===== src/md_bus_pkg.sv =====
// Shared types and address map of the main bus and the Z80 bus.
// Main-bus addresses are word addresses (bits 23:1); byte constants are 24 bits wide.
`default_nettype none

package md_bus_pkg;

	// ------------------------------------------------------------------------
	// Bus types
	// ------------------------------------------------------------------------
	typedef logic [23:1] m68k_addr_t;
	typedef logic [15:0] word_t;
	typedef logic [7:0]  byte_t;
	typedef logic [15:0] z80_addr_t;
	// Main-bus address bits 23:15 for the Z80 window
	typedef logic [8:0]  bank_t;

	typedef enum logic [2:0] {
		MBUS_IDLE,
		MBUS_SELECT,
		MBUS_RAM_READ,
		MBUS_ROM_READ,
		MBUS_ZBUS_PRE,
		MBUS_ZBUS_READ,
		MBUS_FINISH
	} mbus_state_t;

	typedef enum logic {SRC_M68K, SRC_Z80} mbus_src_t;

	typedef enum logic [1:0] {ZBUS_IDLE, ZBUS_READ, ZBUS_FINISH} zbus_state_t;

	typedef enum logic {ZSRC_MBUS, ZSRC_Z80} zbus_src_t;

	// ------------------------------------------------------------------------
	// Memory sizes and address map
	// ------------------------------------------------------------------------
	localparam int WRAM_AW = 15;
	localparam int ZRAM_AW = 13;

	localparam logic [23:0] ROM_REGION_TOP   = 24'hA00000;
	localparam logic [7:0]  ZAREA_PAGE       = 8'hA0;
	localparam logic [23:0] CTRL_BUSREQ_ADDR = 24'hA11100;
	localparam logic [23:0] CTRL_RESET_ADDR  = 24'hA11200;

	// Z80 side
	localparam logic [7:0]  Z80_BANK_PAGE   = 8'h60;
	localparam z80_addr_t   Z80_WINDOW_BASE = 16'h8000;
	localparam logic [7:0]  Z80_VDP_PAGE    = 8'h7F;

	// Constant read value of unmapped space
	localparam word_t       OPEN_BUS_WORD = 16'hFFFF;
	localparam int          CTRL_BIT      = 8;

endpackage

`default_nettype wire


===== src/md_bus_if.sv =====
// Internal links between the main-bus arbiter, the Z80-bus arbiter and work RAM.
// Completion on zbus_if and z80win_if is a level dtack_n after sel or req.
`default_nettype none

// Main bus into the Z80 area
interface zbus_if;
	import md_bus_pkg::*;

	logic        sel;
	logic [14:0] addr;
	byte_t       wdata;
	logic        rnw;
	logic        granted;
	byte_t       rdata;
	logic        dtack_n;

	modport mbus (output sel, addr, wdata, rnw, granted, input rdata, dtack_n);
	modport zbus (input sel, addr, wdata, rnw, granted, output rdata, dtack_n);
endinterface

// Z80 bank window onto the main bus
interface z80win_if;
	import md_bus_pkg::*;

	logic       req;
	m68k_addr_t addr;
	logic       odd;
	byte_t      wdata;
	logic       rnw;
	byte_t      rdata;
	logic       dtack_n;

	modport z80  (output req, addr, odd, wdata, rnw, input rdata, dtack_n);
	modport mbus (input req, addr, odd, wdata, rnw, output rdata, dtack_n);
endinterface

interface wram_if;
	import md_bus_pkg::*;

	logic [WRAM_AW-1:0] addr;
	word_t              wdata;
	logic               we_u;
	logic               we_l;
	word_t              rdata;

	modport mbus (output addr, wdata, we_u, we_l, input rdata);
	modport ram  (input addr, wdata, we_u, we_l, output rdata);
endinterface

`default_nettype wire


===== src/mbus_arbiter.sv =====
// Main-bus arbiter: 68000 has priority over the Z80 window, one access in flight.
// ROM uses a toggle req/ack; rom_req keeps its value through reset.
// Unmapped reads and refused Z80-area reads return OPEN_BUS_WORD.
`default_nettype none

module mbus_arbiter (
	input  logic                   MCLK,
	input  logic                   reset,
	input  logic                   m68k_as_n,
	input  logic                   m68k_uds_n,
	input  logic                   m68k_lds_n,
	input  logic                   m68k_rnw,
	input  md_bus_pkg::m68k_addr_t m68k_addr,
	input  md_bus_pkg::word_t      m68k_wdata,
	input  md_bus_pkg::m68k_addr_t rom_sz,
	input  md_bus_pkg::word_t      rom_data,
	input  logic                   rom_ack,
	output md_bus_pkg::word_t      m68k_rdata,
	output logic                   m68k_dtack_n,
	output md_bus_pkg::m68k_addr_t rom_addr,
	output logic                   rom_req,
	output logic                   z80_busrq_n,
	output logic                   z80_reset_n,
	zbus_if.mbus                   zbus,
	z80win_if.mbus                 win,
	wram_if.mbus                   wram
);
	import md_bus_pkg::*;

	mbus_state_t mstate;
	mbus_src_t   msrc;
	m68k_addr_t  bus_addr;
	word_t       bus_wdata;
	logic        bus_rnw;
	logic        bus_uds_n;
	logic        bus_lds_n;
	word_t       bus_data;
	logic        ram_sel;
	logic        rom_hit;

	// ROM only below the Z80 area and under the loaded size
	assign rom_hit  = ({bus_addr, 1'b0} < ROM_REGION_TOP) && (bus_addr < rom_sz);
	assign rom_addr = bus_addr;

	// Z80 area gets a byte address, lane picked by the upper strobe
	assign zbus.addr    = {bus_addr[14:1], bus_uds_n};
	assign zbus.wdata   = bus_uds_n ? bus_wdata[7:0] : bus_wdata[15:8];
	assign zbus.rnw     = bus_rnw;
	assign zbus.granted = ~z80_busrq_n & z80_reset_n;

	assign wram.addr  = bus_addr[WRAM_AW:1];
	assign wram.wdata = bus_wdata;
	assign wram.we_u  = ram_sel & ~bus_rnw & ~bus_uds_n;
	assign wram.we_l  = ram_sel & ~bus_rnw & ~bus_lds_n;

	always_ff @(posedge MCLK) begin
		if (reset) begin
			mstate       <= MBUS_IDLE;
			msrc         <= SRC_M68K;
			bus_rnw      <= 1'b1;
			bus_uds_n    <= 1'b1;
			bus_lds_n    <= 1'b1;
			ram_sel      <= 1'b0;
			zbus.sel     <= 1'b0;
			m68k_dtack_n <= 1'b1;
			win.dtack_n  <= 1'b1;
			z80_busrq_n  <= 1'b1;
			z80_reset_n  <= 1'b0;
		end else begin
			// Acknowledges drop once the master releases its strobe
			if (m68k_as_n) begin
				m68k_dtack_n <= 1'b1;
			end
			if (~win.req) begin
				win.dtack_n <= 1'b1;
			end

			case (mstate)
				MBUS_IDLE: begin
					ram_sel <= 1'b0;
					if (~m68k_as_n & m68k_dtack_n) begin
						msrc      <= SRC_M68K;
						bus_addr  <= m68k_addr;
						bus_wdata <= m68k_wdata;
						bus_rnw   <= m68k_rnw;
						bus_uds_n <= m68k_uds_n;
						bus_lds_n <= m68k_lds_n;
						bus_data  <= OPEN_BUS_WORD;
						mstate    <= MBUS_SELECT;
					end else if (win.req & win.dtack_n) begin
						msrc      <= SRC_Z80;
						bus_addr  <= win.addr;
						bus_wdata <= {win.wdata, win.wdata};
						bus_rnw   <= win.rnw;
						// Odd Z80 address is the low lane
						bus_uds_n <= win.odd;
						bus_lds_n <= ~win.odd;
						bus_data  <= OPEN_BUS_WORD;
						mstate    <= MBUS_SELECT;
					end
				end

				MBUS_SELECT: begin
					mstate <= MBUS_FINISH;
					if (rom_hit) begin
						rom_req <= ~rom_ack;
						mstate  <= MBUS_ROM_READ;
					end else if (&bus_addr[23:21]) begin
						ram_sel <= 1'b1;
						mstate  <= MBUS_RAM_READ;
					end else if (bus_addr[23:16] == ZAREA_PAGE) begin
						mstate <= MBUS_ZBUS_PRE;
					end else if ({bus_addr, 1'b0} == CTRL_BUSREQ_ADDR) begin
						bus_data[CTRL_BIT] <= z80_busrq_n;
						if (~bus_rnw & ~bus_uds_n) begin
							z80_busrq_n <= ~bus_wdata[CTRL_BIT];
						end
					end else if ({bus_addr, 1'b0} == CTRL_RESET_ADDR) begin
						bus_data[CTRL_BIT] <= z80_reset_n;
						if (~bus_rnw & ~bus_uds_n) begin
							z80_reset_n <= bus_wdata[CTRL_BIT];
						end
					end
				end

				MBUS_RAM_READ: begin
					ram_sel  <= 1'b0;
					bus_data <= wram.rdata;
					mstate   <= MBUS_FINISH;
				end

				MBUS_ROM_READ: begin
					if (rom_req == rom_ack) begin
						bus_data <= rom_data;
						mstate   <= MBUS_FINISH;
					end
				end

				// 68000 byte strobes may lag the address strobe
				MBUS_ZBUS_PRE: begin
					if (msrc == SRC_Z80) begin
						zbus.sel <= 1'b1;
						mstate   <= MBUS_ZBUS_READ;
					end else if (m68k_as_n | ~m68k_uds_n | ~m68k_lds_n) begin
						bus_uds_n <= m68k_uds_n;
						bus_lds_n <= m68k_lds_n;
						zbus.sel  <= 1'b1;
						mstate    <= MBUS_ZBUS_READ;
					end
				end

				MBUS_ZBUS_READ: begin
					if (~zbus.dtack_n) begin
						zbus.sel <= 1'b0;
						bus_data <= {zbus.rdata, zbus.rdata};
						mstate   <= MBUS_FINISH;
					end
				end

				MBUS_FINISH: begin
					if (msrc == SRC_M68K) begin
						m68k_rdata   <= bus_data;
						m68k_dtack_n <= 1'b0;
					end else begin
						win.rdata   <= win.odd ? bus_data[7:0] : bus_data[15:8];
						win.dtack_n <= 1'b0;
					end
					mstate <= MBUS_IDLE;
				end

				default: mstate <= MBUS_IDLE;
			endcase
		end
	end

endmodule

`default_nettype wire


===== src/flat_wrapper.sv =====
// flat-port wrapper written by rule: the top's interface ports become plain ports
module mbus_arbiter_flat import md_bus_pkg::*;
  (MCLK, reset, m68k_as_n, m68k_uds_n, m68k_lds_n, m68k_rnw, m68k_addr, m68k_wdata, rom_sz, rom_data, rom_ack, m68k_rdata, m68k_dtack_n, rom_addr, rom_req, z80_busrq_n, z80_reset_n, zbus_sel, zbus_addr, zbus_wdata, zbus_rnw, zbus_granted, zbus_rdata, zbus_dtack_n, win_req, win_addr, win_odd, win_wdata, win_rnw, win_rdata, win_dtack_n, wram_addr, wram_wdata, wram_we_u, wram_we_l, wram_rdata);
  zbus_if zbus_i ();
  z80win_if win_i ();
  wram_if wram_i ();
  input  logic MCLK;
  input  logic reset;
  input  logic m68k_as_n;
  input  logic m68k_uds_n;
  input  logic m68k_lds_n;
  input  logic m68k_rnw;
  input  md_bus_pkg::m68k_addr_t m68k_addr;
  input  md_bus_pkg::word_t m68k_wdata;
  input  md_bus_pkg::m68k_addr_t rom_sz;
  input  md_bus_pkg::word_t rom_data;
  input  logic rom_ack;
  output md_bus_pkg::word_t m68k_rdata;
  output logic m68k_dtack_n;
  output md_bus_pkg::m68k_addr_t rom_addr;
  output logic rom_req;
  output logic z80_busrq_n;
  output logic z80_reset_n;
  output wire logic [$bits(zbus_i.sel)-1:0] zbus_sel;
  output wire logic [$bits(zbus_i.addr)-1:0] zbus_addr;
  output wire logic [$bits(zbus_i.wdata)-1:0] zbus_wdata;
  output wire logic [$bits(zbus_i.rnw)-1:0] zbus_rnw;
  output wire logic [$bits(zbus_i.granted)-1:0] zbus_granted;
  input wire logic [$bits(zbus_i.rdata)-1:0] zbus_rdata;
  input wire logic [$bits(zbus_i.dtack_n)-1:0] zbus_dtack_n;
  input wire logic [$bits(win_i.req)-1:0] win_req;
  input wire logic [$bits(win_i.addr)-1:0] win_addr;
  input wire logic [$bits(win_i.odd)-1:0] win_odd;
  input wire logic [$bits(win_i.wdata)-1:0] win_wdata;
  input wire logic [$bits(win_i.rnw)-1:0] win_rnw;
  output wire logic [$bits(win_i.rdata)-1:0] win_rdata;
  output wire logic [$bits(win_i.dtack_n)-1:0] win_dtack_n;
  output wire logic [$bits(wram_i.addr)-1:0] wram_addr;
  output wire logic [$bits(wram_i.wdata)-1:0] wram_wdata;
  output wire logic [$bits(wram_i.we_u)-1:0] wram_we_u;
  output wire logic [$bits(wram_i.we_l)-1:0] wram_we_l;
  input wire logic [$bits(wram_i.rdata)-1:0] wram_rdata;
  assign zbus_sel = zbus_i.sel;
  assign zbus_addr = zbus_i.addr;
  assign zbus_wdata = zbus_i.wdata;
  assign zbus_rnw = zbus_i.rnw;
  assign zbus_granted = zbus_i.granted;
  assign zbus_i.rdata = zbus_rdata;
  assign zbus_i.dtack_n = zbus_dtack_n;
  assign win_i.req = win_req;
  assign win_i.addr = win_addr;
  assign win_i.odd = win_odd;
  assign win_i.wdata = win_wdata;
  assign win_i.rnw = win_rnw;
  assign win_rdata = win_i.rdata;
  assign win_dtack_n = win_i.dtack_n;
  assign wram_addr = wram_i.addr;
  assign wram_wdata = wram_i.wdata;
  assign wram_we_u = wram_i.we_u;
  assign wram_we_l = wram_i.we_l;
  assign wram_i.rdata = wram_rdata;
  mbus_arbiter u_core (.MCLK(MCLK), .reset(reset), .m68k_as_n(m68k_as_n), .m68k_uds_n(m68k_uds_n), .m68k_lds_n(m68k_lds_n), .m68k_rnw(m68k_rnw), .m68k_addr(m68k_addr), .m68k_wdata(m68k_wdata), .rom_sz(rom_sz), .rom_data(rom_data), .rom_ack(rom_ack), .m68k_rdata(m68k_rdata), .m68k_dtack_n(m68k_dtack_n), .rom_addr(rom_addr), .rom_req(rom_req), .z80_busrq_n(z80_busrq_n), .z80_reset_n(z80_reset_n), .zbus(zbus_i), .win(win_i), .wram(wram_i));
endmodule

===== config.mk =====
export PLATFORM = sky130hd
export DESIGN_NAME = mbus_arbiter_flat
export DESIGN_NICKNAME = d
export VERILOG_FILES = /design/src/md_bus_pkg.sv /design/src/md_bus_if.sv /design/src/mbus_arbiter.sv /design/src/flat_wrapper.sv
export SDC_FILE = /design/constraint.sdc
export NUM_CORES = 1
export LEC_CHECK = 0
export BUFFER_PORTS_ARGS = -buffer_cell sky130_fd_sc_hd__buf_2
export CAP_MARGIN = 20
export CORE_ASPECT_RATIO = 1.5
export CORE_UTILIZATION = 43
export CTS_BUF_LIST = sky130_fd_sc_hd__clkbuf_8
export DETAILED_ROUTE_END_ITERATION = 16
export GPL_TIMING_DRIVEN = 0
export PLACE_DENSITY = 0.79
export SETUP_SLACK_MARGIN = 0.15
export SYNTH_ARGS = -nofsm -noshare
export SYNTH_HDL_FRONTEND = slang
export SYNTH_SLANG_ARGS = --single-unit
export TNS_END_PERCENT = 10

===== constraint.sdc =====
create_clock -name MCLK -period 3.1 [get_ports MCLK]
set_clock_uncertainty 0.05 [all_clocks]
set_input_delay 0.465 -clock MCLK [delete_from_list [all_inputs] [get_ports MCLK]]
set_output_delay 0.465 -clock MCLK [all_outputs]
set_load 0.05 [all_outputs]

==> out/qor.yml <==
synthCells: 489
grt_use_total_pct: 23.81
end_kind: "register"
synth_cell_type_count: 49
min_period_ns: 2.699
start_kind: "register"
r2r_end: "u_core.rom_req"
yosys.area.top_type: "edfxtp_1"
postCtsHoldBufs: 0
avgSynthCellArea_um2: 10.21
num_rows: 47
synth_edf_count: 80
area_growth_pct: 33.42
drt_iter0_markers: 161
rrSetupSlack_ns: 0.40
nFillCells: 953
synth_warnings: 0
whs_path_depth: 2
cts_buffers: 9
clock_latency_ns: 0.35
grt_pass1_vias: 4714
nNetsFinal: 922
drc: 0
min_path_type: "in2reg"
worstMarginPinSlew_ns: 0.8190
hold_path_end: "u_core.win.dtack_n"
synth_most_common_cell: "nand2_1"
worstRegToRegCells: 6
finalCritPeriodShare_pct: 87.06
die_x_um: 89.97
clock.fmax_mhz: 370.5
hold_viol: 0
critical_path_class: "reg2reg"
p_leak_nw: 3.121
io_pins: 255
dominantRegCellSynth: "edfxtp_1"
clkTransAtPathRegs_ns: 0.09
cts_sinks: 93
io_buffers: 252
slew_headroom_pct: 45.40
clockRootBuffer: "clkbuf_8"
ctsResizeCount: 0
peakVddDrop_mv: 0.5071
worstHoldStart: "win_req"
maxCapViolCount: 0
diodes: 0
rsz0062_at_grt: "no"
dp_hpwl_um: 11670
drt-vias-per-instance: 5.063
ys_top_cells_by_count: "127 x nand2_1, 80 x edfxtp_1, 30 x buf_4"
post-cts-setup-buffer-count: 0
drive_gt1_share_pct: 42.58
power.density_nw_per_um2: 717.2
die_h_um: 134.0
cp.required_ns: 3.10
placed_area_um2: 6499
syn_area_um2: 4991
vias: 4597
place.gp.congestion: 0.8743
ys_seq_area_share_pct: 53.35
floorplan.initialDensity_pct: 44.67
grt_pass1_wl_um: 22250
ctsLongestPathBuffers: 2
dieArea_um2: 12050
overflow: 0
syn_nets: 655
yosys.area.top_type_share_pct: 48.13
path_max_fanout: 5
yosys-top-cells-area: "edfxtp_1 48%, nand2_1 9.6%, ha_1 5.5%"
final_max_slew_viol_count: 0
setup_viol: 0
antenna_found_initial: 0
ant_nets: 0
synth_seq_cells: 93
cts_tree: "yes"
grt_max_degree: 34
whs_ns: 0.2708
arrival_ns: 2.69
dr.pass1.iters: 4
h-tree-depth: 3
outcome: "completed"
final_area_um2: 6659
timing.rr.start: "u_core.rom_addr[1]"
wl_per_cell_um: 15.79
routed_wl_um: 14340
coreArea_um2: 11170
async_reset_ff_share_pct: 0
[critical path, cell delays in order (launching register included)]
cell and delay, ns:
edfxtp_1 0.49, ha_1 0.31, a2111oi_0 0.55, nor4_1 0.13
o41ai_1 0.54, nand2b_1 0.14, nor3_1 0.19
[logic make-up after synthesis]
group	after synthesis	share of synthesized area, %
DFF	93	53.35
AOI/OAI and AO/OA	62	7.671
and+or+nand+nor	199	17.82
muxes	35	7.420
buffers and inverters	77	8.047
xor gates and xnor gates	1	0.1755
adders and majority gates	22	5.515
[routing by layer]
metal	global-route usage, %	up-vias	part of all wire [%]
met5	0	-	0
met4	9.857	0	2.0
met1	22.94	2130	35
met2	47.65	230	57
li1	-	2214	-
met3	5.612	23	6.0
[worst max-delay path by stage]
stage | slack (ns) | startpoint | depth (start not counted) | endpoint
after CTS | 0.32 | u_core.mstate[0] | 5 | u_core.bus_data[14]
after global placement | -0.69 | u_core.mstate[0] | 3 | u_core.m68k_rdata[0]
after global routing | 0.27 | u_core.mstate[0] | 5 | u_core.bus_data[15]
final | 0.40 | u_core.rom_addr[1] | 6 | u_core.rom_req
after floorplan | 0.21 | u_core.mstate[0] | 3 | u_core.m68k_rdata[0]
after detailed placement | 0.33 | u_core.mstate[0] | 5 | u_core.bus_data[15]
[through the flow]
stage	total power [W]	worst slack [ns]	util [%]	instances	setup TNS, ns
6_report	0.004776	0.4012	59.60	908	0
5_1_grt	0.005021	0.2719	59.60	908	0
4_1_cts	0.004807	0.3151	59.59	908	0
3_5_place_dp	0.004125	0.3289	58.16	892	0
3_3_place_gp	0.004028	-0.6884	57.63	888	-15.32
2_1_floorplan	0.003500	0.2061	-	489	0
[where the power goes]
part	switching, W	internal [W]	leakage (nW)
Combinational	0.00158	0.000681	2.22
Clock	0.000402	0.000279	0.0827
Sequential	0.000167	0.00166	0.818
Total	0.00215	0.00262	3.12
[placed cells by master (no fill, tap or decap), types with 2 or more instances in the layout]
cell        count
clkbuf_1       16
buf_1           4
o31ai_1         3
buf_4          33
nor4_2          2
nor2b_1         5
o21a_1          2
nand3_1         6
o41ai_1         2
nor4_1          3
clkinvlp_4      2
dfxtp_1        13
nand2b_1        6
o22ai_1         2
buf_2         252
inv_1          29
a21oi_1        27
clkbuf_8        9
a211o_1         3
edfxtp_1       80
nor4b_1         2
ha_1           22
nor3_1          7
nand2_1       127
o21ai_0        13
mux2_2         16
clkinv_1        2
mux2i_1        19
nand4_1         3
nor2_1         24
[cell type report]
type	count	area [µm²]	share of cell area, %
Inverter	27	101.3	1.522
Sequential cell	93	2663	39.98
Multi-Input combinational cell	319	1948	29.26
Timing Repair Buffer	256	1304	19.58
Buffer	50	300.3	4.510
Tap cell	147	183.9	2.762
Clock inverter	7	35.03	0.5261
Clock buffer	9	123.9	1.860
[flip-flops by register name (all words and copies together) (netlist names)]
name / count
u_core.z80_busrq_n: 1
u_core.win.rdata: 8
u_core.m68k_rdata: 16
u_core.rom_req: 1
u_core.mstate: 3
u_core.rom_addr: 23
u_core.ram_sel: 1
u_core.zbus.sel: 1
u_core.bus_uds_n: 1
u_core.msrc: 1
u_core.m68k_dtack_n: 1
u_core.zbus.rnw: 1
u_core.bus_lds_n: 1
u_core.bus_data: 16
u_core.z80_reset_n: 1
u_core.wram.wdata: 16
u_core.win.dtack_n: 1
(Power assumes the default switching activity.)
